==> src/hdl/mips_isa_pkg.sv <==
`default_nettype none

package mips_isa_pkg;

    localparam int XLEN   = 32;
    localparam int REG_AW = 5;

    //////////////////////////////////////////////////////////////////////
    // Encodings
    //////////////////////////////////////////////////////////////////////

    typedef enum logic [5:0] {
        OP_RTYPE = 6'h00,
        OP_BEQ   = 6'h04,
        OP_ADDI  = 6'h08,
        OP_LW    = 6'h23,
        OP_SW    = 6'h2b
    } opcode_e;

    typedef enum logic [5:0] {
        F_ADD = 6'h20,
        F_SUB = 6'h22,
        F_AND = 6'h24,
        F_OR  = 6'h25,
        F_SLT = 6'h2a
    } funct_e;

    typedef enum logic [2:0] {
        ALU_ADD = 3'd0,  // Also the value of a cleared ctrl
        ALU_SUB = 3'd1,
        ALU_AND = 3'd2,
        ALU_OR  = 3'd3,
        ALU_SLT = 3'd4
    } alu_op_e;

    //////////////////////////////////////////////////////////////////////
    // Instruction formats
    //////////////////////////////////////////////////////////////////////

    typedef struct packed {
        logic [5:0]        opcode;
        logic [REG_AW-1:0] rs;
        logic [REG_AW-1:0] rt;
        logic [REG_AW-1:0] rd;
        logic [4:0]        shamt;  // Unused, no shifts
        logic [5:0]        funct;
    } r_fmt_t;

    typedef struct packed {
        logic [5:0]        opcode;
        logic [REG_AW-1:0] rs;
        logic [REG_AW-1:0] rt;
        logic [15:0]       imm;
    } i_fmt_t;

    // Same fetched word, seen as R or I format
    typedef union packed {
        r_fmt_t r;
        i_fmt_t i;
    } instr_u;

endpackage

`default_nettype wire

==> src/hdl/mips_pipe_pkg.sv <==
`default_nettype none

package mips_pipe_pkg;

    localparam int IMEM_AW = 6;  // 64 words
    localparam int DMEM_AW = 6;

    // Operand source select from the forwarding unit
    localparam logic [1:0] FWD_RF    = 2'd0;
    localparam logic [1:0] FWD_WB    = 2'd1;
    localparam logic [1:0] FWD_EXMEM = 2'd2;

    typedef struct packed {
        logic                  reg_write;
        logic                  mem_to_reg;
        logic                  mem_read;
        logic                  mem_write;
        logic                  branch;
        logic                  alu_src;   // Immediate as operand B
        logic                  reg_dst;   // rd instead of rt
        mips_isa_pkg::alu_op_e alu_op;
    } ctrl_t;

    //////////////////////////////////////////////////////////////////////
    // Stage latches
    //////////////////////////////////////////////////////////////////////

    typedef struct packed {
        logic [mips_isa_pkg::XLEN-1:0] pc_plus4;
        mips_isa_pkg::instr_u          instr;
    } if_id_t;

    typedef struct packed {
        ctrl_t                           ctrl;
        logic [mips_isa_pkg::XLEN-1:0]   pc_plus4;
        logic [mips_isa_pkg::XLEN-1:0]   rs_data;
        logic [mips_isa_pkg::XLEN-1:0]   rt_data;
        logic [mips_isa_pkg::XLEN-1:0]   imm;
        logic [mips_isa_pkg::REG_AW-1:0] rs;
        logic [mips_isa_pkg::REG_AW-1:0] rt;
        logic [mips_isa_pkg::REG_AW-1:0] rd;
    } id_ex_t;

    typedef struct packed {
        ctrl_t                           ctrl;
        logic [mips_isa_pkg::XLEN-1:0]   branch_target;
        logic [mips_isa_pkg::XLEN-1:0]   alu_result;
        logic                            zero;
        logic [mips_isa_pkg::XLEN-1:0]   store_data;
        logic [mips_isa_pkg::REG_AW-1:0] dest;
    } ex_mem_t;

    typedef struct packed {
        ctrl_t                           ctrl;
        logic [mips_isa_pkg::XLEN-1:0]   alu_result;
        logic [mips_isa_pkg::XLEN-1:0]   read_data;
        logic [mips_isa_pkg::REG_AW-1:0] dest;
    } mem_wb_t;

    //////////////////////////////////////////////////////////////////////
    // Ports
    //////////////////////////////////////////////////////////////////////

    typedef struct packed {
        logic                            we;
        logic [mips_isa_pkg::REG_AW-1:0] dest;
        logic [mips_isa_pkg::XLEN-1:0]   data;
    } wb_t;

    typedef struct packed {
        logic                          we;
        logic [IMEM_AW-1:0]            addr;
        logic [mips_isa_pkg::XLEN-1:0] data;
    } imem_load_t;

endpackage

`default_nettype wire

==> src/hdl/mips_forward.sv <==
`timescale 1ns/1ns
`default_nettype none

module mips_forward (
    input  wire mips_pipe_pkg::id_ex_t  i_id_ex,
    input  wire mips_pipe_pkg::ex_mem_t i_ex_mem,
    input  wire mips_pipe_pkg::wb_t     i_wb,
    output logic [1:0]                  o_fwd_a,
    output logic [1:0]                  o_fwd_b
);

    import mips_isa_pkg::*;
    import mips_pipe_pkg::*;

    // Newest producer first
    function automatic logic [1:0] fwd_sel(
        input logic [REG_AW-1:0] src,
        input ex_mem_t           ex_mem,
        input wb_t               wb
    );
        if (src == '0) begin
            return FWD_RF;
        end else if (ex_mem.ctrl.reg_write && ex_mem.dest == src) begin
            return FWD_EXMEM;
        end else if (wb.we && wb.dest == src) begin
            return FWD_WB;
        end
        return FWD_RF;
    endfunction

    assign o_fwd_a = fwd_sel(i_id_ex.rs, i_ex_mem, i_wb);
    assign o_fwd_b = fwd_sel(i_id_ex.rt, i_ex_mem, i_wb);

endmodule

`default_nettype wire

==> config.mk <==
export PLATFORM = sky130hd
export DESIGN_NAME = mips_forward
export DESIGN_NICKNAME = d
export VERILOG_FILES = /design/src/hdl/mips_isa_pkg.sv /design/src/hdl/mips_pipe_pkg.sv /design/src/hdl/mips_forward.sv
export SDC_FILE = /design/constraint.sdc
export NUM_CORES = 1
export LEC_CHECK = 0
export BUFFER_PORTS_ARGS = -buffer_cell sky130_fd_sc_hd__buf_4
export CORE_AREA = 2 2 120 122
export DETAILED_ROUTE_END_ITERATION = 12
export DIE_AREA = 0 0 122 124
export PLACE_DENSITY = 0.35
export SETUP_SLACK_MARGIN = 0.05
export SLEW_MARGIN = 5
export SYNTH_ARGS = -nofsm -noshare
export SYNTH_HDL_FRONTEND = slang
export SYNTH_SLANG_ARGS = --single-unit
==> constraint.sdc <==
create_clock -name vclk -period 1.64
set_input_delay 0.082 -clock vclk [all_inputs]
set_output_delay 0.082 -clock vclk [all_outputs]
set_load 0.05 [all_outputs]
# == Word level (Yosys, flattened, before mapping) ==
# Cells that the tools add are included.
# totals
mem_bits_rw,0
latch_bits,0
output_inout_bits,4
n_memories,0
inputBits,303
rom_bits,0
register_bits,0
# op_classes
n_addsub,0
mux,14
reduce_logical,6
eq_ne,4
magnitude_cmp,0
bitwise,0
shifts,0
n_div,0
n_mul,0
# op_table
op,count
== test 5 bit,4
two-way mux 2 bit,8
zero test 5 bit,2
two-way mux 1 bit,6
logical AND 1 bit,4

# == Logic depth before layout (Yosys ltp) ==
# depth
word_depth,6
mapped_depth,4

# == Least setup slack after synthesis ==
# OpenSTA, ideal clock, no wires.
# synth_path
path_type,input to output
startpoint,in i_id_ex[5] (netlist bit)
endpoint,out o_fwd_b[0]
t_required_ns,1.558
stages,4
arrival_time_ns,1.974
path_buffers,0
path_slack_ns,-0.416
cell_sequence,xor2_1 nor4_1 nand3_1 nor4b_1
# synth_between
elab_chain_len,6
word_cells_on_any_way,11
classes_between,eq/ne (2); mux (6); reduce/logical (3)
# synth_rtl
item,line_no,rtl
from (decl),mips_forward.sv:5,"input wire mips_pipe_pkg::id_ex_t i_id_ex,"
== test 5 bit,mips_forward.sv:25,end else if (wb.we && wb.dest == src) begin
logical AND 1 bit,mips_forward.sv:25,
two-way mux 1 bit,mips_forward.sv:25,
two-way mux 1 bit,mips_forward.sv:23,end else if (ex_mem.ctrl.reg_write && ex_mem.dest == src) begin
two-way mux 1 bit,mips_forward.sv:21,if (src == '0) begin
two-way mux 2 bit *,mips_forward.sv:28,return FWD_RF;
to (decl),mips_forward.sv:9,output logic [1:0] o_fwd_b
# Every way passes the cells marked *; elsewhere a longest branch is shown, timed or not.

# == Worst setup path after layout ==
# layout_path
startpoint,in i_id_ex[11] (netlist bit)
endpoint,out o_fwd_a[0]
# layout_between
elab_chain_len,6
word_cells_on_any_way,11
classes_between,eq/ne (2); mux (6); reduce/logical (3)
# layout_rtl
item,line_no,rtl
== test 5 bit,mips_forward.sv:25,
logical AND 1 bit,mips_forward.sv:25,
two-way mux 1 bit,mips_forward.sv:25,
two-way mux 1 bit,mips_forward.sv:23,
two-way mux 1 bit,mips_forward.sv:21,
two-way mux 2 bit *,mips_forward.sv:28,
to (decl),mips_forward.sv:8,"output logic [1:0] o_fwd_a,"
# Marked as above.

==> summary.txt <==
Detailed routing
  – Iteration-0 DRC count of the detailed router: 4
  – Detail Route Antenna Nets: 0
  – Per-cell routed wire length: 7.49 um
  – Number of remaining DRC errors: 0
  – Post-Route WL: 1810 um
  – DR vias: 342
  – Drt via density: 1.41
  – Pre-antenna DRT Iters: 2

Yosys
  – Most frequent cell after synthesis: xnor2_1
  – Synth area leader: xnor2_1
  – Synth warnings: 0
  – Post-Syn Instances: 36
  – Syn Area/Cell: 7.68 um2
  – Netlist cell types: 12
  – Post-Syn Nets: 339
  – Top cells by count, synth: xnor2_1, xor2_1, nor2_1
  – Post-synthesis sequential area ratio: 0%
  – Synth Cell Area: 277 um2
  – Share of the synthesized area in the top cell type: 38.0%
  – Largest cells by area after synthesis: xnor2_1, xor2_1, nor2_1, nand4_1, nor4_1

Clock tree
  – Post-CTS Hold Buffers: 0
  – Setup bufs post-CTS: 0
  – CTS resizes: 0

Timing
  – Post-route clock period utilization: 83.4%
  – Setup TNS Final: 0 ns
  – Fmax achieved: 731 MHz
  – RSZ-0062 raised after global routing: false
  – Slew Limit Fails: 0
  – Hold Slack: 0.581 ns
  – Hold Violations, Final: 0
  – Slew HR: 74.4%
  – Least-Margin Pin Slew: 0.381 ns
  – Final-report setup violation count: 0
  – Min Tclk post-route: 1.37 ns
  – Final WS setup: 0.273 ns

Cells and area
  – Share of layout cells above drive strength 1: 46.8%
  – # diodes: 0
  – Area grow syn2layout: 154%
  – Clk_buf instances: 0
  – Fin nets: 367
  – Design Area, Final: 703 um2
  – Storage element area: 0 um2
  – Filler cells: 1,638
  – Finished Core Util: 5.13%
  – Num sequential: 0

Worst setup path
  – WS Path Type: in2out
  – Setup crit end kind: output port
  – Nature of the critical path startpoint: input pin
  – Worst EP required: 1.56 ns
  – Maximum fanout along the worst path: 3
  – CP Data Arrival Time: 1.29 ns

Floorplan
  – Rows: 43
  – Top-Level Pins: 307
  – Die H: 124 um
  – Core Box Area: 13,700 um2
  – Die area: 15,100 um2
  – Chip width: 122 um
  – Starting Density: 2.02%

Power
  – LEAKAGE: 0.215 nW
  – VDD IR max: 68.3 uV
  – PD cells: 185 nW/um2

Placed design
  – Port Buf Inserts: 26
  – Placer Congestion: 0.662
  – Setup WS pre-CTS: 0.262 ns
  – Placed Area: 703 um2

Global route
  – Global route overflow: 0
  – Initial antenna violation count: 0
  – Number of global-route vias before repair: 388
  – GRT Resource Usage Total: 2.36%
  – Largest net degree at the start of global routing: 4
  – Global-route wire length before repair: 2550 um

Min path
  – Worst min path class: in2out

Job
  – Total of max-cap violations: 0

Status
  – Run status: finished, final reports clean
-- layer usage --
layer	vias up	part of all wire [%]	GRT usage, %
met3	0	4.7	0.229
met2	17	42	3.56
li1	178	-	-
met4	0	0	0
met5	-	0	0
met1	147	54	3.78
-- worst paths after layout --
path,cells after the start,start,to,slack (ns)
hold / removal,4,i_ex_mem[111],o_fwd_b[1],0.58
setup / recovery,6,i_id_ex[11],o_fwd_a[0],0.27
-- layout make-up --
| class | count | area [um2] | share of cell area, % |
|---|---|---|---|
| Multi-Input combinational cell | 36 | 283 | 40.2 |
| Timing Repair Buffer | 26 | 195 | 27.8 |
| Tap cell | 180 | 225 | 32.0 |
-- report_power, final --
| group | total (mW) | switching, mW | internal (mW) |
|---|---|---|---|
| clock | 0 | 0 | 0 |
| sequential | 0 | 0 | 0 |
| combinational | 0.130 | 0.0610 | 0.0690 |
-- worst max-delay path, stage by stage --
cell and delay, ns:
buf_4 0.14, or4_4 0.54, nor2_4 0.10, nor2_1 0.05
and4_1 0.19, buf_4 0.19
-- per-stage QoR --
stage,instances,power (mW)
final,242,0.130
after global routing,242,0.141
after CTS,242,0.133
after detailed placement,242,0.133
after global placement,242,0.132
after floorplan,36,0.0536
-- layout by cell type (no fill, tap or decap), drive strengths merged --
master | synthesis | final
nor4b | 1 | 1
xor2 | 8 | 8
nand3 | 2 | 2
nor4 | 2 | 2
and4 | 1 | 1
or4 | 2 | 2
nor2 | 5 | 5
buf | 0 | 26
nand2 | 1 | 1
nand4 | 2 | 2
xnor2 | 12 | 12
-- logic make-up (layout without fill, tap and decap cells) --
group                  after synthesis  count (layout)  share of synthesized area, %
buffers and inverters                0              26                             0
AND/OR/NAND/NOR                     16              16                          36.6
XOR/XNOR                            20              20                          63.3
Note: power is estimated with default switching activity, not from simulation.
