### config.mk
export PLATFORM = sky130hd
export DESIGN_NAME = mips_fetch
export DESIGN_NICKNAME = d
export VERILOG_FILES = /design/src/hdl/mips_isa_pkg.sv /design/src/hdl/mips_pipe_pkg.sv /design/src/hdl/mips_fetch.sv
export SDC_FILE = /design/constraint.sdc
export NUM_CORES = 2
export LEC_CHECK = 0
export ABC_AREA = 1
export BUFFER_PORTS_ARGS = -buffer_cell sky130_fd_sc_hd__buf_2
export CORE_MARGIN = 4
export CORE_UTILIZATION = 45
export CTS_BUF_LIST = sky130_fd_sc_hd__clkbuf_16
export CTS_CLUSTER_SIZE = 10
export DETAILED_ROUTE_END_ITERATION = 8
export PLACE_DENSITY_LB_ADDON = 0.15
export SLEW_MARGIN = 20
export SYNTH_ARGS = -nofsm -noshare
export SYNTH_HDL_FRONTEND = slang
export SYNTH_SLANG_ARGS = --single-unit
### constraint.sdc
create_clock -name i_clk -period 2.32 [get_ports i_clk]
set_input_delay 0 -clock i_clk [delete_from_list [all_inputs] [get_ports i_clk]]
set_output_delay 0 -clock i_clk [all_outputs]
set_load 0.01 [all_outputs]
### src/hdl/mips_isa_pkg.sv
`default_nettype none

package mips_isa_pkg;

    localparam int XLEN   = 32;
    localparam int REG_AW = 5;

    //////////////////////////////////////////////////////////////////////
    // Encodings
    //////////////////////////////////////////////////////////////////////

    typedef enum logic [5:0] {
        OP_RTYPE = 6'h00,
        OP_BEQ   = 6'h04,
        OP_ADDI  = 6'h08,
        OP_LW    = 6'h23,
        OP_SW    = 6'h2b
    } opcode_e;

    typedef enum logic [5:0] {
        F_ADD = 6'h20,
        F_SUB = 6'h22,
        F_AND = 6'h24,
        F_OR  = 6'h25,
        F_SLT = 6'h2a
    } funct_e;

    typedef enum logic [2:0] {
        ALU_ADD = 3'd0,  // Also the value of a cleared ctrl
        ALU_SUB = 3'd1,
        ALU_AND = 3'd2,
        ALU_OR  = 3'd3,
        ALU_SLT = 3'd4
    } alu_op_e;

    //////////////////////////////////////////////////////////////////////
    // Instruction formats
    //////////////////////////////////////////////////////////////////////

    typedef struct packed {
        logic [5:0]        opcode;
        logic [REG_AW-1:0] rs;
        logic [REG_AW-1:0] rt;
        logic [REG_AW-1:0] rd;
        logic [4:0]        shamt;  // Unused, no shifts
        logic [5:0]        funct;
    } r_fmt_t;

    typedef struct packed {
        logic [5:0]        opcode;
        logic [REG_AW-1:0] rs;
        logic [REG_AW-1:0] rt;
        logic [15:0]       imm;
    } i_fmt_t;

    // Same fetched word, seen as R or I format
    typedef union packed {
        r_fmt_t r;
        i_fmt_t i;
    } instr_u;

endpackage

`default_nettype wire

### src/hdl/mips_pipe_pkg.sv
`default_nettype none

package mips_pipe_pkg;

    localparam int IMEM_AW = 6;  // 64 words
    localparam int DMEM_AW = 6;

    // Operand source select from the forwarding unit
    localparam logic [1:0] FWD_RF    = 2'd0;
    localparam logic [1:0] FWD_WB    = 2'd1;
    localparam logic [1:0] FWD_EXMEM = 2'd2;

    typedef struct packed {
        logic                  reg_write;
        logic                  mem_to_reg;
        logic                  mem_read;
        logic                  mem_write;
        logic                  branch;
        logic                  alu_src;   // Immediate as operand B
        logic                  reg_dst;   // rd instead of rt
        mips_isa_pkg::alu_op_e alu_op;
    } ctrl_t;

    //////////////////////////////////////////////////////////////////////
    // Stage latches
    //////////////////////////////////////////////////////////////////////

    typedef struct packed {
        logic [mips_isa_pkg::XLEN-1:0] pc_plus4;
        mips_isa_pkg::instr_u          instr;
    } if_id_t;

    typedef struct packed {
        ctrl_t                           ctrl;
        logic [mips_isa_pkg::XLEN-1:0]   pc_plus4;
        logic [mips_isa_pkg::XLEN-1:0]   rs_data;
        logic [mips_isa_pkg::XLEN-1:0]   rt_data;
        logic [mips_isa_pkg::XLEN-1:0]   imm;
        logic [mips_isa_pkg::REG_AW-1:0] rs;
        logic [mips_isa_pkg::REG_AW-1:0] rt;
        logic [mips_isa_pkg::REG_AW-1:0] rd;
    } id_ex_t;

    typedef struct packed {
        ctrl_t                           ctrl;
        logic [mips_isa_pkg::XLEN-1:0]   branch_target;
        logic [mips_isa_pkg::XLEN-1:0]   alu_result;
        logic                            zero;
        logic [mips_isa_pkg::XLEN-1:0]   store_data;
        logic [mips_isa_pkg::REG_AW-1:0] dest;
    } ex_mem_t;

    typedef struct packed {
        ctrl_t                           ctrl;
        logic [mips_isa_pkg::XLEN-1:0]   alu_result;
        logic [mips_isa_pkg::XLEN-1:0]   read_data;
        logic [mips_isa_pkg::REG_AW-1:0] dest;
    } mem_wb_t;

    //////////////////////////////////////////////////////////////////////
    // Ports
    //////////////////////////////////////////////////////////////////////

    typedef struct packed {
        logic                            we;
        logic [mips_isa_pkg::REG_AW-1:0] dest;
        logic [mips_isa_pkg::XLEN-1:0]   data;
    } wb_t;

    typedef struct packed {
        logic                          we;
        logic [IMEM_AW-1:0]            addr;
        logic [mips_isa_pkg::XLEN-1:0] data;
    } imem_load_t;

endpackage

`default_nettype wire

### src/hdl/mips_fetch.sv
`timescale 1ns/1ns
`default_nettype none

module mips_fetch (
    input  wire logic                          i_clk,
    input  wire logic                          i_rst_n,
    input  wire mips_pipe_pkg::imem_load_t     i_load,
    input  wire logic                          i_stall,
    input  wire logic                          i_branch_taken,
    input  wire logic [mips_isa_pkg::XLEN-1:0] i_branch_target,
    output logic [mips_isa_pkg::XLEN-1:0]      o_pc,
    output mips_pipe_pkg::if_id_t              o_if_id
);

    import mips_isa_pkg::*;
    import mips_pipe_pkg::*;

    logic [XLEN-1:0] imem [0:(1<<IMEM_AW)-1];
    logic [XLEN-1:0] pc_plus4;
    logic [XLEN-1:0] instr;

    // Program load port, active in reset as well
    always_ff @(posedge i_clk) begin
        if (i_load.we) begin
            imem[i_load.addr] <= i_load.data;
        end
    end

    assign instr    = imem[o_pc[IMEM_AW+1:2]];  // Word addressed
    assign pc_plus4 = o_pc + XLEN'(4);

    always_ff @(posedge i_clk or negedge i_rst_n) begin
        if (!i_rst_n) begin
            o_pc <= '0;
        end else if (i_branch_taken) begin
            o_pc <= i_branch_target;
        end else if (!i_stall) begin
            o_pc <= pc_plus4;
        end
    end

    // IF/ID, the flush wins over a stall
    always_ff @(posedge i_clk or negedge i_rst_n) begin
        if (!i_rst_n) begin
            o_if_id <= '0;
        end else if (i_branch_taken) begin
            o_if_id <= '0;  // All-zero word is a no-op
        end else if (!i_stall) begin
            o_if_id.pc_plus4 <= pc_plus4;
            o_if_id.instr    <= instr;
        end
    end

endmodule

`default_nettype wire

-- After elaboration in Yosys (flattened, before gate mapping)
Memory sizes are Yosys's and may differ from the RTL's.
Cells that the tools add are included.
- input bits: 75
- logic and storage cells: 12
- bits in registers: 96
- output and inout port bits: 96
- memories kept: 1
- bits in writable memories: 2048
- mux-type cells: 6
- eq/ne operators: 1
- $add $sub $neg: 1
- memory list (memory ; depth ; width ; rd ports ; clocked after Yosys merged registers in ; wr ports ; line ; text):
    imem ; 64 ; 32 ; 1 ; 0 ; 1 ; mips_fetch.sv:18 ; logic [XLEN-1:0] imem [0:(1<<IMEM_AW)-1];
- operator list (cell ; count):
    $mux 64 ; 2
    $mux 32 ; 2
    $add 32x3->32 const B ; 1
    $mux 1 ; 2
    $ne 2x1->1 const B ; 1

-- Longest topological paths before layout
- depth in word-level cells: 3
- gate-level depth with buffers: 18
- gate-level depth less buffers: 14

-- Worst setup path before layout
Ideal clock, no wire load.
- kind: input port to flip-flop
- start: in i_load[38] in the netlist's numbering
- end: mem imem[48][0], enable pin
- path buffers: 1
- library setup time: 0.502 ns
- cell stages on the path: 3
- arrival time: 3.628 ns
- setup slack: -1.810 ns
- required time: 1.818 ns
- cell sequence: clkbuf_1 -> nand4_1 -> nor4_1
- cells in the longest elaborated chain, start to end: 2
- RTL lines (what ; line ; text):
    from (decl) ; mips_fetch.sv:7 ; input wire mips_pipe_pkg::imem_load_t i_load,
    $mux 1 ; mips_fetch.sv:24 ; if (i_load.we) begin
    $mux 1 (implied by the code) ; mips_fetch.sv:25 ; imem[i_load.addr] <= i_load.data;
    to (decl) ; mips_fetch.sv:18 ;
No other way between the ends.

-- Worst setup path in the final report
- start: reg o_pc[2] in the netlist's numbering
- end: reg o_if_id[27] in the netlist's numbering
- cells in the longest elaborated chain, start to end: 3
- RTL lines (what ; line ; text):
    from (decl) ; mips_fetch.sv:11 ; output logic [mips_isa_pkg::XLEN-1:0] o_pc,
    from (signal assigned) ; mips_fetch.sv:36 ; o_pc <= i_branch_target;
    from (signal assigned) ; mips_fetch.sv:38 ; o_pc <= pc_plus4;
    $mem_v2 64x32 ; - ;
    $mux 64 ; mips_fetch.sv:48 ; end else if (!i_stall) begin
    $mux 64 ; mips_fetch.sv:46 ; end else if (i_branch_taken) begin
    to (decl) ; mips_fetch.sv:12 ; output mips_pipe_pkg::if_id_t o_if_id
No other way between the ends. The select of a mux whose other input is x is not followed.
A chain may end at the register's enable or synchronous reset.

==> flow_summary_export.csv <==
group,metric,value,unit
run_status,failed_checks,"setup timing",
logic_synthesis,yosys-top-cells-area,"edfxtp_1 68%, nand2_1 12%, nand3_1 5.3%, inv_1 4.2%, nor2_1 2.7%",
sta,post-route-worst-setup-slack,-78.40,ps
logic_synthesis,yosys_warnings,0,
worst_setup_path,path_delay_family,"buffers and inverters",
sta,max_freq,416.9,MHz
logic_synthesis,yosys_register_bits,2144,
logic_synthesis,synth_edf_count,2048,
die,core.rowCount,164,
worst_setup_path,crit_path_top_delay_cell,"dfrtp_4",
layout,area_growth,24.02,%
job,max_cap_violations,0,
logic_synthesis,ys.flop_type,"edfxtp_1",
clock_tree,cts-root-buf,"clkbuf_16",
logic_synthesis,syn_inst,8724,
layout,final_core_util,56.26,%
power_and_ir_drop,leakage,47.17,nW
clock_tree,clockBufferDepth,3,
worst_setup_path,r2r_slack,-80,ps
logic_synthesis,synth_most_common_cell,"nand2_1",
die,coreArea,0.2005,mm2
grt,antenna_found_initial,20,
worst_setup_path,path_max_fanout,8,
place,routabilityCongestion,0.8824,
power_and_ir_drop,max-vdd-ir-drop,0.8747,mV
logic_synthesis,synthesis.nets,8800,
sta,finalSetupViolCount,9,
place,portBuffers,170,
die,initial_core_util,45.37,%
detailed_routing,viasPerCell,5.375,
worst_setup_path,path_common_cell,"buf_12",
clock_tree,cts_sinks,2144,
sta,slew_headroom,22.34,%
detailed_routing,firstDrtPassIters,6,
detailed_routing,via_count,66490,
logic_synthesis,synth_area,0.09095,mm2
clock_tree,cts.htree.levels,4,
worst_setup_path,crit_required,3110,ps
logic_synthesis,synth_top_area_share,67.62,%
logic_synthesis,syn_area_per_cell,10.43,um2
detailed_routing,wl,302800,um
logic_synthesis,seq_area_frac_synth,70.26,%
worst_setup_path,max_stage_delay,500,ps
logic_synthesis,ys_types,32,
layout,drive_gt1_share,15.75,%
clock_tree,clk_pin_slew,60,ps
grt,grt.total_usage,27.76,%
sta,period_needed,2398,ps
worst_setup_path,critPathArrivalTime,3190,ps
run_status,status,"complete, but fails checks",
sta,post-route-period-util,103.4,%
worst_setup_path,critPathKind,"reg -> reg",
grt,grt_pass1_wl,428200,um
die,die_y,457.6,um
sta,rsz0062_at_grt,"true",
sta,drv_slew,0,
worst_setup_path,end_kind,"flip-flop",
clock_tree,clk_latency,910,ps
detailed_routing,avgRoutedWirePerCell,24.48,um
detailed_routing,drc,0,
grt,overflow,0,
logic_synthesis,synth-async-reset-ratio,4.478,%
detailed_routing,ant_nets,0,
worst_setup_path,path_cells,"buf_12 -> buf_12 -> inv_16 -> buf_12 -> buf_12 -> clkbuf_16 -> buf_4 -> o21ai_0 -> nand3_1 -> nand3_1 -> nand2_2 -> nand3_2 -> nand2_1 -> nand2_1 -> nand2_1",
worst_setup_path,setup.worst_path.start_class,"flip-flop",
clock_tree,cts-buffers-inserted,236,
sta,worst_pin_slew,1165,ps
logic_synthesis,synth_area_leader_cell,"edfxtp_1",
detailed_routing,drt_iter0_drc,8131,
die,dieArea,0.2094,mm2
grt,grt_max_degree,80,
worst_setup_path,worst-path-buf-inv,7,
sta,skew,74.69,ps
power_and_ir_drop,p_per_area,811.1,mW/mm2
logic_synthesis,yosys-top-cells-count,"3020 x nand2_1, 2048 x edfxtp_1, 1028 x inv_1",
min_path,hold_class,"in -> reg",
place,dp_hpwl,177700,um
layout,nNetsFinal,9608,
power_and_ir_drop,p_total,0.09149,W
grt,grt_pass1_vias,63310,
clock_tree,cts_tree,"built",
sta,hold_violations,0,
die,die_w,457.6,um
die,io_pins,171,
-- sequential cells by signal, summed over array words and instances (netlist names) --
name and cells:
o_pc 32, o_if_id 64, imem 2048
-- power breakdown --
part           internal (W)  switching (W)
clock network        0.0184         0.0151
logic               0.00546        0.00945
registers            0.0428       0.000316
total                0.0667         0.0248
-- worst paths after layout --
check | start | end | cells after the start
worst min register to register | o_if_id[59]$_DFFE_PN0N_ | o_if_id[59]$_DFFE_PN0N_ | 2
worst max-delay path | o_pc[2]$_DFFE_PN0N_ | o_if_id[27]$_DFFE_PN0N_ | 15
max in group asynchronous | i_rst_n | o_if_id[16]$_DFFE_PN0N_ | 4
worst max register to register | o_pc[2]$_DFFE_PN0N_ | o_if_id[27]$_DFFE_PN0N_ | 15
worst min-delay path | i_load[11] | imem[42][11]$_DFFE_PP_ | 2
min in group asynchronous | i_rst_n | o_if_id[52]$_DFFE_PN0N_ | 4
-- cells in the final DEF, fill, tap and decap left out, types with 25 or more instances in the layout --
| cell type | netlist | layout |
|---|---|---|
| a21oi_1 | 55 | 43 |
| buf_12 | 0 | 195 |
| buf_16 | 0 | 35 |
| buf_2 | 205 | 169 |
| buf_4 | 10 | 381 |
| buf_6 | 2 | 42 |
| clkbuf_16 | 0 | 270 |
| dfrtp_1 | 96 | 91 |
| dlygate4sd3_1 | 0 | 142 |
| edfxtp_1 | 2048 | 2048 |
| inv_1 | 1028 | 1162 |
| nand2_1 | 3020 | 2897 |
| nand2_2 | 2 | 95 |
| nand2_4 | 1 | 30 |
| nand3_1 | 965 | 885 |
| nand3_2 | 0 | 64 |
| nor2_1 | 661 | 555 |
| nor2_2 | 3 | 33 |
| nor2_4 | 0 | 76 |
| o211ai_1 | 25 | 25 |
| o21ai_0 | 267 | 260 |
| or2_2 | 31 | 28 |
-- cell type report --
type | instances | area [um2]
repair inverters | 3 | 61.31
diodes | 10 | 25.02
flip-flops and latches | 2144 | 63920
fillers | 16610 | 87680
clock buffers | 237 | 5931
inverters | 1035 | 3941
multi-input cells | 5095 | 22990
clock inverters | 173 | 932.1
well taps | 2656 | 3323
repair buffers | 1017 | 11680
-- layer usage --
metal	global-route usage (%)	part of all wire, %	vias up
met5	0	0.0050	-
met4	10.56	4.0	2
met3	4.064	8.3	592
met2	44.84	47	3156
met1	38.26	41	32560
li1	-	-	30170
-- repair_timing --
item                                     CTS  global route
pin swaps                                  3            80
hold buffers                             144             0
resized for setup                        162           366
hold endpoints to repair                2391             0
buffers inserted                          24            57
endpoints found under the setup margin    39            46
gates cloned                              12            36
-- per-stage QoR --
stage	TNS (ps)	hold WS (ps)	cells	area, um2	setup WS [ps]
after floorplan	-161950	-295.6	8724	91140	-632.6
after global placement	-6886	-31.64	11680	100500	-515.6
after detailed placement	-7022	-34.23	11680	100500	-483.2
after CTS	-636.7	63.26	12270	110000	-60.54
after global routing	-2072	82.40	12360	112800	-120.9
final	-240.8	123.6	12370	112800	-78.40
-- cell families after synthesis --
group / after synthesis / share of synthesized area, %
compound gates: 350 / 2.006
flops: 2144 / 70.26
fa+ha+maj: 1 / 0.01376
buf+inv: 1485 / 6.469
simple gates: 4725 / 21.07
xor+xnor: 19 / 0.1830
No activity file was read; power rests on OpenSTA's default activity.
