<file path="config.mk">
export PLATFORM = sky130hd
export DESIGN_NAME = mips_execute
export DESIGN_NICKNAME = d
export VERILOG_FILES = /design/src/hdl/mips_isa_pkg.sv /design/src/hdl/mips_pipe_pkg.sv /design/src/hdl/mips_execute.sv
export SDC_FILE = /design/constraint.sdc
export NUM_CORES = 1
export LEC_CHECK = 0
export BUFFER_PORTS_ARGS = -buffer_cell sky130_fd_sc_hd__clkbuf_2
export CAP_MARGIN = 25
export CORE_MARGIN = 2
export CORE_UTILIZATION = 29
export DETAILED_ROUTE_END_ITERATION = 7
export PLACE_DENSITY = 0.5
export SLEW_MARGIN = 10
export SYNTH_ARGS = -nofsm -noshare
export SYNTH_HDL_FRONTEND = slang
export SYNTH_SLANG_ARGS = --single-unit
</file>
<file path="constraint.sdc">
create_clock -name i_clk -period 6.1 [get_ports i_clk]
set_clock_uncertainty 0.2 [all_clocks]
set_input_delay 0.915 -clock i_clk [delete_from_list [all_inputs] [get_ports i_clk]]
set_output_delay 0.915 -clock i_clk [all_outputs]
set_load 0.1 [all_outputs]
</file>
<file path="src/hdl/mips_isa_pkg.sv">
`default_nettype none

package mips_isa_pkg;

    localparam int XLEN   = 32;
    localparam int REG_AW = 5;

    //////////////////////////////////////////////////////////////////////
    // Encodings
    //////////////////////////////////////////////////////////////////////

    typedef enum logic [5:0] {
        OP_RTYPE = 6'h00,
        OP_BEQ   = 6'h04,
        OP_ADDI  = 6'h08,
        OP_LW    = 6'h23,
        OP_SW    = 6'h2b
    } opcode_e;

    typedef enum logic [5:0] {
        F_ADD = 6'h20,
        F_SUB = 6'h22,
        F_AND = 6'h24,
        F_OR  = 6'h25,
        F_SLT = 6'h2a
    } funct_e;

    typedef enum logic [2:0] {
        ALU_ADD = 3'd0,  // Also the value of a cleared ctrl
        ALU_SUB = 3'd1,
        ALU_AND = 3'd2,
        ALU_OR  = 3'd3,
        ALU_SLT = 3'd4
    } alu_op_e;

    //////////////////////////////////////////////////////////////////////
    // Instruction formats
    //////////////////////////////////////////////////////////////////////

    typedef struct packed {
        logic [5:0]        opcode;
        logic [REG_AW-1:0] rs;
        logic [REG_AW-1:0] rt;
        logic [REG_AW-1:0] rd;
        logic [4:0]        shamt;  // Unused, no shifts
        logic [5:0]        funct;
    } r_fmt_t;

    typedef struct packed {
        logic [5:0]        opcode;
        logic [REG_AW-1:0] rs;
        logic [REG_AW-1:0] rt;
        logic [15:0]       imm;
    } i_fmt_t;

    // Same fetched word, seen as R or I format
    typedef union packed {
        r_fmt_t r;
        i_fmt_t i;
    } instr_u;

endpackage

`default_nettype wire

</file>
<file path="src/hdl/mips_pipe_pkg.sv">
`default_nettype none

package mips_pipe_pkg;

    localparam int IMEM_AW = 6;  // 64 words
    localparam int DMEM_AW = 6;

    // Operand source select from the forwarding unit
    localparam logic [1:0] FWD_RF    = 2'd0;
    localparam logic [1:0] FWD_WB    = 2'd1;
    localparam logic [1:0] FWD_EXMEM = 2'd2;

    typedef struct packed {
        logic                  reg_write;
        logic                  mem_to_reg;
        logic                  mem_read;
        logic                  mem_write;
        logic                  branch;
        logic                  alu_src;   // Immediate as operand B
        logic                  reg_dst;   // rd instead of rt
        mips_isa_pkg::alu_op_e alu_op;
    } ctrl_t;

    //////////////////////////////////////////////////////////////////////
    // Stage latches
    //////////////////////////////////////////////////////////////////////

    typedef struct packed {
        logic [mips_isa_pkg::XLEN-1:0] pc_plus4;
        mips_isa_pkg::instr_u          instr;
    } if_id_t;

    typedef struct packed {
        ctrl_t                           ctrl;
        logic [mips_isa_pkg::XLEN-1:0]   pc_plus4;
        logic [mips_isa_pkg::XLEN-1:0]   rs_data;
        logic [mips_isa_pkg::XLEN-1:0]   rt_data;
        logic [mips_isa_pkg::XLEN-1:0]   imm;
        logic [mips_isa_pkg::REG_AW-1:0] rs;
        logic [mips_isa_pkg::REG_AW-1:0] rt;
        logic [mips_isa_pkg::REG_AW-1:0] rd;
    } id_ex_t;

    typedef struct packed {
        ctrl_t                           ctrl;
        logic [mips_isa_pkg::XLEN-1:0]   branch_target;
        logic [mips_isa_pkg::XLEN-1:0]   alu_result;
        logic                            zero;
        logic [mips_isa_pkg::XLEN-1:0]   store_data;
        logic [mips_isa_pkg::REG_AW-1:0] dest;
    } ex_mem_t;

    typedef struct packed {
        ctrl_t                           ctrl;
        logic [mips_isa_pkg::XLEN-1:0]   alu_result;
        logic [mips_isa_pkg::XLEN-1:0]   read_data;
        logic [mips_isa_pkg::REG_AW-1:0] dest;
    } mem_wb_t;

    //////////////////////////////////////////////////////////////////////
    // Ports
    //////////////////////////////////////////////////////////////////////

    typedef struct packed {
        logic                            we;
        logic [mips_isa_pkg::REG_AW-1:0] dest;
        logic [mips_isa_pkg::XLEN-1:0]   data;
    } wb_t;

    typedef struct packed {
        logic                          we;
        logic [IMEM_AW-1:0]            addr;
        logic [mips_isa_pkg::XLEN-1:0] data;
    } imem_load_t;

endpackage

`default_nettype wire

</file>
<file path="src/hdl/mips_execute.sv">
`timescale 1ns/1ns
`default_nettype none

module mips_execute (
    input  wire logic                  i_clk,
    input  wire logic                  i_rst_n,
    input  wire mips_pipe_pkg::id_ex_t i_id_ex,
    input  wire logic [1:0]            i_fwd_a,
    input  wire logic [1:0]            i_fwd_b,
    input  wire mips_pipe_pkg::wb_t    i_wb,
    input  wire logic                  i_branch_taken,
    output mips_pipe_pkg::ex_mem_t     o_ex_mem
);

    import mips_isa_pkg::*;
    import mips_pipe_pkg::*;

    logic [XLEN-1:0]   op_a;
    logic [XLEN-1:0]   rt_fwd;
    logic [XLEN-1:0]   op_b;
    logic [XLEN-1:0]   alu_y;
    logic [XLEN-1:0]   branch_target;
    logic [REG_AW-1:0] dest;

    function automatic logic [XLEN-1:0] fwd_mux(
        input logic [1:0]      sel,
        input logic [XLEN-1:0] rf_data,
        input logic [XLEN-1:0] exm_data,
        input logic [XLEN-1:0] wb_data
    );
        case (sel)
            FWD_EXMEM: return exm_data;
            FWD_WB:    return wb_data;
            default:   return rf_data;
        endcase
    endfunction

    assign op_a   = fwd_mux(i_fwd_a, i_id_ex.rs_data, o_ex_mem.alu_result, i_wb.data);
    assign rt_fwd = fwd_mux(i_fwd_b, i_id_ex.rt_data, o_ex_mem.alu_result, i_wb.data);
    assign op_b   = i_id_ex.ctrl.alu_src ? i_id_ex.imm : rt_fwd;

    //////////////////////////////////////////////////////////////////////
    // ALU
    //////////////////////////////////////////////////////////////////////

    always_comb begin
        case (i_id_ex.ctrl.alu_op)
            ALU_SUB: alu_y = op_a - op_b;
            ALU_AND: alu_y = op_a & op_b;
            ALU_OR:  alu_y = op_a | op_b;
            ALU_SLT: alu_y = {{(XLEN-1){1'b0}}, $signed(op_a) < $signed(op_b)};
            default: alu_y = op_a + op_b;
        endcase
    end

    assign branch_target = i_id_ex.pc_plus4 + {i_id_ex.imm[XLEN-3:0], 2'b00};
    assign dest          = i_id_ex.ctrl.reg_dst ? i_id_ex.rd : i_id_ex.rt;

    always_ff @(posedge i_clk or negedge i_rst_n) begin
        if (!i_rst_n) begin
            o_ex_mem <= '0;
        end else begin
            o_ex_mem.branch_target <= branch_target;
            o_ex_mem.alu_result    <= alu_y;
            o_ex_mem.zero          <= (alu_y == '0);
            o_ex_mem.store_data    <= rt_fwd;  // Forwarded, not the stale rt_data
            o_ex_mem.dest          <= dest;
            if (i_branch_taken) begin
                o_ex_mem.ctrl <= '0;
            end else begin
                o_ex_mem.ctrl <= i_id_ex.ctrl;
            end
        end
    end

endmodule

`default_nettype wire

</file>
-- Word-level counts from Yosys, hierarchy flattened
Index checks and enable logic that the tools add are counted.
- flip-flop bits (word level): 112
- latch bits: 0
- RAM bits: 0
- bits in read-only memories: 0
- input bits: 198
- output and inout port bits: 112
- logic and storage cells: 34
- memories kept: 0
- $add $sub $neg: 3
- multipliers: 0
- divide/modulo/power cells: 0
- magnitude comparators: 1
- equality and inequality tests: 8
- shift operators: 0
- mux-type cells: 6
- bitwise gates (word level): 2
- reductions and logical operators: 1
- operator list (cell ; number):
    32-bit case mux with 2 select lines ; 2
    32-bit case mux with 4 select lines ; 1
    32-bit adder ; 2
    32-bit AND ; 1
    32-bit zero test ; 1
    32-bit < comparator ; 1
    32-bit 2-to-1 mux ; 1
    32-bit OR ; 1
    32-bit subtractor ; 1
    10-bit 2-to-1 mux ; 1
    3-bit by 2-bit == test with 1-bit output, second input constant ; 2
    5-bit 2-to-1 mux ; 1
    2-bit by 1-bit == test with 1-bit output, second input constant ; 2
    2-bit == test, second input constant ; 2
    3-bit by 1-bit == test with 1-bit output, second input constant ; 1
    3-bit == test, second input constant ; 1

-- Logic depth before layout (Yosys ltp)
Gate-level depths: netlist (run 1).
- depth in word-level cells: 6
- mapped depth: 21
- gate-level depth less buffers: 19

-- Least setup slack after synthesis (run 1)
OpenSTA, ideal clock, no wires.
- kind: input port to flip-flop
- start point: input port i_fwd_b[0]
- end point: register o_ex_mem[37] (netlist bit)
- setup time: 0.096 ns
- arrival: 5.253 ns
- required time: 5.804 ns
- slack: 0.551 ns
- stages: 19
- path buffers: 2
- path through: inv_1 ha_1 clkbuf_1 clkbuf_1 a21oi_1 o21ai_0 ha_1 fa_1 a211oi_1 or3_1 a211oi_2 o211a_1 o32ai_2 o311a_1 a211oi_2 o41ai_1 or4_1 or3_1 nor4_2
- longest elaborated chain between the ends: 6
- elaborated cells between the ends (all ways): 11
- classes of those cells: 2 x add/sub; 1 x order compare; 2 x eq/ne; 3 x mux; 2 x bitwise; 1 x reduce/logical
- ends and longest elaborated chain (what ; RTL line ; text):
    from (decl) ; mips_execute.sv:9 ; input wire logic [1:0] i_fwd_b,
    2-bit by 1-bit == test with 1-bit output or 2-bit == test (tied branches) ; mips_execute.sv:31 ; case (sel)
    32-bit case mux with 2 select lines * ; mips_execute.sv:31 ;
    32-bit 2-to-1 mux * ; mips_execute.sv:40 ; assign op_b = i_id_ex.ctrl.alu_src ? i_id_ex.imm : rt_fwd;
    32-bit adder, or another cell as far along ; mips_execute.sv:52 ; default: alu_y = op_a + op_b;
    32-bit case mux with 4 select lines * ; mips_execute.sv:47 ; case (i_id_ex.ctrl.alu_op)
    32-bit zero test * ; mips_execute.sv:65 ; o_ex_mem.zero <= (alu_y == '0);
    to (decl) ; mips_execute.sv:12 ; output mips_pipe_pkg::ex_mem_t o_ex_mem
Every way passes the cells marked *; elsewhere a longest branch is shown, timed or not.

-- Final worst setup path (run 1)
- start point: input port i_fwd_b[1]
- end point: register o_ex_mem[37] (netlist bit)
- longest elaborated chain between the ends: 6
- elaborated cells between the ends (all ways): 11
- classes of those cells: 2 x add/sub; 1 x order compare; 2 x eq/ne; 3 x mux; 2 x bitwise; 1 x reduce/logical
- ends and longest elaborated chain (what ; RTL line ; text):
    2-bit by 1-bit == test with 1-bit output or 2-bit == test (tied branches) ; mips_execute.sv:31 ;
    32-bit case mux with 2 select lines * ; mips_execute.sv:31 ;
    32-bit 2-to-1 mux * ; mips_execute.sv:40 ;
    32-bit adder, or another cell as far along ; mips_execute.sv:52 ;
    32-bit case mux with 4 select lines * ; mips_execute.sv:47 ;
    named net alu_y[0] ; mips_execute.sv:21 ; logic [XLEN-1:0] alu_y;
    32-bit zero test * ; mips_execute.sv:65 ;
Mark *: on every way through the listed nets, which the timed path passes. The rest lies on a longest branch.

==> results of run 1 <==
-- where the power goes --
group | internal [uW] | switching (uW) | leakage, uW | total, uW
sequential | 885 | 95.8 | 0.00135 | 981
clock | 291 | 338 | 0.000147 | 630
combinational | 849 | 2210 | 0.00576 | 3060
-- through the flow --
stage               setup slack, ns  utilization  area, um2
global placement             -0.275        0.370      14300
floorplan                     0.551            -      11300
CTS                           0.126        0.378      14600
detailed placement           -0.250        0.370      14300
finish                        0.277        0.379      14600
global route                 0.0244        0.379      14600
-- per-layer routing --
metal / GRT usage / vias up / wire length, um
met5: 0 / - / 0
met4: 0.0641 / 0 / 918
met3: 0.0228 / 50 / 2360
met2: 0.383 / 424 / 22400
met1: 0.306 / 6021 / 21500
li1: - / 6056 / -
-- cell usage after synthesis, types with 17 or more instances --
master    number
nor2_1       145
inv_1        144
o21ai_0      136
nand2_1      134
ha_1         129
a21oi_1      120
dfrtp_1      112
a22oi_1       67
clkbuf_1      64
nor2b_1       28
nor3_1        25
xnor2_1       24
nand3_1       23
nand2b_1      21
o211ai_1      20
a21o_1        19
a211oi_1      17
-- layout by cell type (no fill, tap or decap), types with 6 or more instances in the layout --
cell and n:
nand2b_1 21, nor3_1 25, a211oi_1 16, o211a_1 7, nand3_1 23, nor2b_1 28
o21ai_0 133, xnor2_1 23, a21oi_1 120, o31ai_1 8, mux2_2 8, a31oi_1 12
dfrtp_1 112, a221oi_1 12, clkbuf_16 9, and3_1 14, buf_4 147, a21o_1 19
or4_1 6, a2bb2oi_1 6, a22oi_1 66, o21a_1 12, or3_1 9, nor2_1 145
nand2_1 134, o211ai_1 20, clkbuf_2 297, o221a_2 7, inv_1 144, o21bai_1 16
ha_1 127, nand4_1 8, o22ai_1 11
-- logic make-up after synthesis --
family,share of synthesized area
DFF,0.248
and+or+nand+nor,0.182
buffers and inverters,0.0773
xor gates and xnor gates,0.0225
muxes,0.0124
adders and majority gates,0.148
AOI/OAI and AO/OA,0.310
-- final timing paths --
kind                           endpoint    startpoint
min                         o_ex_mem[0]       i_rst_n
min in group i_clk         o_ex_mem[71]  i_id_ex[112]
max                        o_ex_mem[37]    i_fwd_b[1]
max reg2reg                o_ex_mem[37]  o_ex_mem[38]
min reg2reg                o_ex_mem[22]  o_ex_mem[55]
max in group asynchronous  o_ex_mem[92]       i_rst_n
-- cell type report --
| cell class | count | area, um2 |
|---|---|---|
| antenna | 2 | 5.00 |
| clock buffer | 9 | 225 |
| clock inverter | 7 | 76.3 |
| fill | 4113 | 23900 |
| inverter | 146 | 548 |
| multi-input combinational | 1148 | 7690 |
| sequential | 112 | 2800 |
| tap | 518 | 648 |
| timing repair buffer | 446 | 2630 |
-- timing repair --
action                     4_1_cts  5_1_grt
resized for setup                0       10
setup endpoints to repair        0        1
hold buffers                     0        0
==> impl_metrics.py, run 1 <==
metrics = {
    "status": {
        "outcome": "complete, no violations",
    },
    "global_route": {
        "grt_util_all_layers": 0.227,
        "global_route.overflow_total": 0,
        "global_route_wire_length_before_repair_mm": 71.9,
        "antenna_found_initial": 2,
        "via_count_of_the_first_global_routing_pass": 12200,
        "grt_start_max_net_pins": 71,
    },
    "die": {
        "boundaryPins": 310,
        "dieArea_mm2": 0.0406,
        "die-width_um": 201,
        "placeableCoreArea_mm2": 0.0386,
        "floorplan.initialDensity": 0.293,
        "num_rows": 72,
        "chipHeight_um": 201,
    },
    "clock_network": {
        "clock_latency_ns": 0.39,
        "clock_tree_from_tritoncts": "done",
        "cts_inserted_buffers": 9,
        "htree_num_levels": 3,
        "cts.clk_slew.worst_paths_ns": 0.09,
        "cts_max_path_buffers": 2,
        "cts_root_buffer": "clkbuf_16",
        "post_cts.repair.setup_buffers": 0,
        "clkSinkCount": 112,
    },
    "worst_setup_path": {
        "slowest_stage": "or4_1",
        "timing.critical_path.required_ns": 6.20,
        "cp_num_cells": 22,
        "crit_path_end_kind": "register",
        "r2r_setup_slack_ns": 0.73,
        "timing.setup.critical_path_class": "in -> reg",
        "critical_path.cell_chain": "clkbuf_2 -> inv_1 -> ha_1 -> buf_4 -> a22oi_2 -> nor2_1 -> a21oi_1 -> o21ai_0 -> buf_4 -> fa_1 -> or2_1 -> a221oi_1 -> buf_4 -> o211a_1 -> a211o_1 -> o2111a_1 -> o31ai_1 -> o41a_1 -> nor4bb_2 -> nand4b_1 -> or4_1 -> nor4_2",
        "cp_data_arrival_time_ns": 5.92,
        "worst-r2r-cell-count": 19,
        "worst_path_max_stage_delay_ns": 0.53,
        "critical_path.startpoint_type": "input pin",
        "worstPathMaxFanout": 25,
        "cp.buffers_inverters": 5,
        "cpLargestDelayFamily": "compound AO/OA/AOI/OAI gates",
        "cpMostUsedCell": "buf_4",
    },
    "synth": {
        "post_synthesis_cell_count": 1487,
        "yosysSeqAreaShare": 0.248,
        "synth_enable_flop_cells": 0,
        "yosys_warnings": 0,
        "synth_cell_type_count": 82,
        "post-synth-top-area-cell": "dfrtp_1",
        "synth-seq-cells": 112,
        "net_count_synth": 1817,
        "yosys.area.top_type_share": 0.248,
        "postSynthAreaPerCell_um2": 7.60,
        "cells_taking_the_most_area_after_synthesis": "dfrtp_1, ha_1, o21ai_0, a21oi_1, nor2_1",
        "synthesis.area_mm2": 0.0113,
        "synth-async-reset-ratio": 1.00,
        "ys_dominant_reg_cell": "dfrtp_1",
    },
    "timing": {
        "hold-worst-slack_ns": 0.326,
        "layout_worst_path_cycle_share": 0.955,
        "max_freq_ghz": 0.172,
        "maxSlewHeadroom": 0.357,
        "setup-tns-final_ns": 0,
        "timing.final.crit_period_ns": 5.82,
        "setup_repair_after_global_routing_missed_its_margin": "false",
        "report.final.setup_viol": 0,
        "final_max_tran_viols": 0,
        "tightest_slew_ns": 0.964,
        "hold_viol": 0,
    },
    "power": {
        "power_density_mw_per_mm2": 319,
        "p_total_uw": 4670,
        "max-vdd-ir-drop_v": 0.000132,
        "total_leakage_power_uw": 0.00726,
    },
    "layout": {
        "ratio_of_cells_with_drive_above_1_in_the_final_layout": 0.270,
        "largest-register": "o_ex_mem",
        "finalNonFillerCells": 2388,
        "reg_top3": "o_ex_mem (112)",
        "synthToLayoutAreaGrowth_pct": 29.4,
        "nets": 2193,
        "max_reg_flops": 112,
    },
    "placement": {
        "routabilityCongestion": 0.987,
        "io_buffers": 298,
        "dpl.hpwl_mm": 38.5,
        "post-place-cells": 2370,
    },
    "detailed_routing": {
        "drt.antenna.violating_nets": 0,
        "drt-initial-drc-count": 774,
        "via_count": 12600,
        "dr_wl_cell_um": 19.7,
        "remaining_drc_errors": 0,
        "routed_wl_mm": 47.1,
        "drt_first_pass_iters": 5,
        "vias_per_cell": 5.26,
    },
    "flow_run": {
        "drv_cap": 0,
    },
    "worst_hold_path": {
        "hp-class": "in -> async",
    },
}
Note: power is estimated with default switching activity, not from simulation.
==> run 2, diff against run 1 <==
==> constraint.sdc (replaced) <==
create_clock -name i_clk -period 5.9 [get_ports i_clk]
set_clock_uncertainty 0.2 [all_clocks]
set_input_delay 0.885 -clock i_clk [delete_from_list [all_inputs] [get_ports i_clk]]
set_output_delay 0.885 -clock i_clk [all_outputs]
set_load 0.1 [all_outputs]
==> run 2 against run 1 <==
Compared with the run above: critical endpoint unchanged; count of clock-buffer cells in the layout unchanged; highest routed layer unchanged; power up 6.3%; clock power increased by 10%; critical path depth unchanged.
==> impl_metrics.py, run 2 (synthesized netlist as in run 1, its figures left out) <==
metrics = {
    "worst_setup_path": {
        "crit_path_end_kind": "register",
        "cp_data_arrival_time_ns": 5.81,
        "worstPathMaxFanout": 3,
        "critical_path.startpoint_type": "input pin",
        "timing.critical_path.required_ns": 5.99,
        "timing.setup.critical_path_class": "in -> reg",
    },
    "die": {
        "boundaryPins": 310,
        "num_rows": 72,
        "die-width_um": 201,
        "floorplan.initialDensity": 0.293,
        "chipHeight_um": 201,
        "placeableCoreArea_mm2": 0.0386,
        "dieArea_mm2": 0.0406,
    },
    "global_route": {
        "groute.layer.met1.usage": 0.308,
        "via_count_of_the_first_global_routing_pass": 12400,
        "grt_util_all_layers": 0.233,
        "antenna_found_initial": 0,
        "gr-usage-met3": 0.0337,
        "global_route.overflow_total": 0,
        "globalRouteMet2Util": 0.395,
        "grt_start_max_net_pins": 75,
        "global_route_wire_length_before_repair_mm": 73.0,
        "global_route.peak_usage_layer": "met2",
    },
    "detailed_routing": {
        "remaining_drc_errors": 0,
        "via_count": 12800,
        "dr_wl_cell_um": 19.9,
        "drt_first_pass_iters": 5,
        "drt.antenna.violating_nets": 0,
        "drt-initial-drc-count": 896,
        "routed_wl_mm": 48.4,
        "vias_per_cell": 5.27,
    },
    "timing": {
        "max_freq_ghz": 0.175,
        "hold_viol": 0,
        "report.final.setup_viol": 0,
        "post-route-worst-setup-slack_ns": 0.181,
        "maxSlewHeadroom": 0.394,
        "tightest_slew_ns": 0.899,
        "layout_worst_path_cycle_share": 0.969,
        "setup_repair_after_global_routing_missed_its_margin": "false",
        "final_max_tran_viols": 0,
        "timing.final.crit_period_ns": 5.72,
    },
    "power": {
        "total_leakage_power_uw": 0.00749,
        "p_total_uw": 4970,
        "max-vdd-ir-drop_v": 0.000143,
        "power_density_mw_per_mm2": 331,
    },
    "clock_network": {
        "ctsHoldBuffers": 0,
        "htree_num_levels": 3,
        "clock_latency_ns": 0.38,
        "cts_root_buffer": "clkbuf_16",
        "clkSinkCount": 112,
        "cts_inserted_buffers": 9,
        "cts.clk_slew.worst_paths_ns": 0.09,
        "cts_max_path_buffers": 2,
        "clock_tree_from_tritoncts": "done",
    },
    "worst_hold_path": {
        "hp-class": "in -> async",
    },
    "placement": {
        "routabilityCongestion": 0.938,
        "io_buffers": 298,
        "placement.setup.worst_slack_ns": -0.426,
        "dpl.hpwl_mm": 40.1,
    },
    "layout": {
        "final_cell_mix": "clkbuf_2, buf_4, inv_1, nor2_1, nand2_1",
        "ratio_of_cells_with_drive_above_1_in_the_final_layout": 0.291,
        "synthToLayoutAreaGrowth_pct": 32.7,
        "max_reg_flops": 112,
        "antenna_cells_inserted": 0,
        "commonest_non_fill_non_tap_cell_in_the_layout": "clkbuf_2",
        "largest-register": "o_ex_mem",
        "reg_top3": "o_ex_mem (112)",
        "nets": 2236,
    },
    "flow_run": {
        "drv_cap": 0,
    },
    "status": {
        "outcome": "complete, no violations",
    },
}
run 2: timing repair:
item,in CTS,in global routing
resized for setup,1,21
setup endpoints to repair,1,1
setup buffers,0,1
pin swaps,0,5
run 2: path summary, 6_finish.rpt:
path,from,end,slack (ns),cells past startpoint
worst max register to register,o_ex_mem[38],o_ex_mem[37],0.70,19
worst max-delay path,i_fwd_b[1],o_ex_mem[37],0.18,22
max in group asynchronous,i_rst_n,o_ex_mem[15],4.05,3
worst min-delay path,i_rst_n,o_ex_mem[31],0.24,1
worst min register to register,o_ex_mem[55],o_ex_mem[22],0.47,4
min in group i_clk,i_id_ex[112],o_ex_mem[71],0.41,1
run 2: final cells by class:
type	count	area [um2]
fillers	4131	23600
multi-input cells	1148	7720
repair buffers	489	2950
flip-flops and latches	112	2800
well taps	518	648
inverters	146	548
clock buffers	9	225
clock inverters	7	100
run 2: worst max-delay path, cell delays in order:
cell and delay (ns):
clkbuf_2 0.13, inv_1 0.05, ha_1 0.21, a22oi_1 0.18, nor2_1 0.09, a21oi_2 0.15, o21ai_2 0.14, buf_4 0.17
ha_1 0.23, fa_1 0.44, or2_1 0.27, a221oi_2 0.22, buf_4 0.17, o211a_4 0.17, a211o_1 0.21, o2111a_1 0.24
o31ai_1 0.11, o41a_1 0.51, nor4bb_2 0.37, nand4b_1 0.21, or4_4 0.52, nor4_2 0.15
run 2: report_power, final:
group | internal (uW) | switching (uW)
clock | 377 | 318
combinational | 935 | 2320
sequential | 916 | 103
total | 2230 | 2740
run 2: metrics by stage:
| step | instances | utilization | cell area [um2] | hold slack [ns] | setup TNS [ns] |
|---|---|---|---|---|---|
| 2_1_floorplan | 1487 | - | 11300 | 0.389 | 0 |
| 3_3_place_gp | 2411 | 0.378 | 14600 | 0.435 | -0.360 |
| 3_5_place_dp | 2411 | 0.378 | 14600 | 0.442 | -0.426 |
| 4_1_cts | 2427 | 0.386 | 14900 | 0.390 | 0 |
| 5_1_grt | 2429 | 0.389 | 15000 | 0.264 | 0 |
| 6_report | 2429 | 0.389 | 15000 | 0.241 | 0 |
run 2: routing by layer:
| metal | vias up | part of all wire |
|---|---|---|
| met1 | 6090 | 0.44 |
| met2 | 489 | 0.47 |
| met4 | 0 | 0.025 |
| met5 | - | 0 |
| met3 | 60 | 0.058 |
| li1 | 6163 | - |
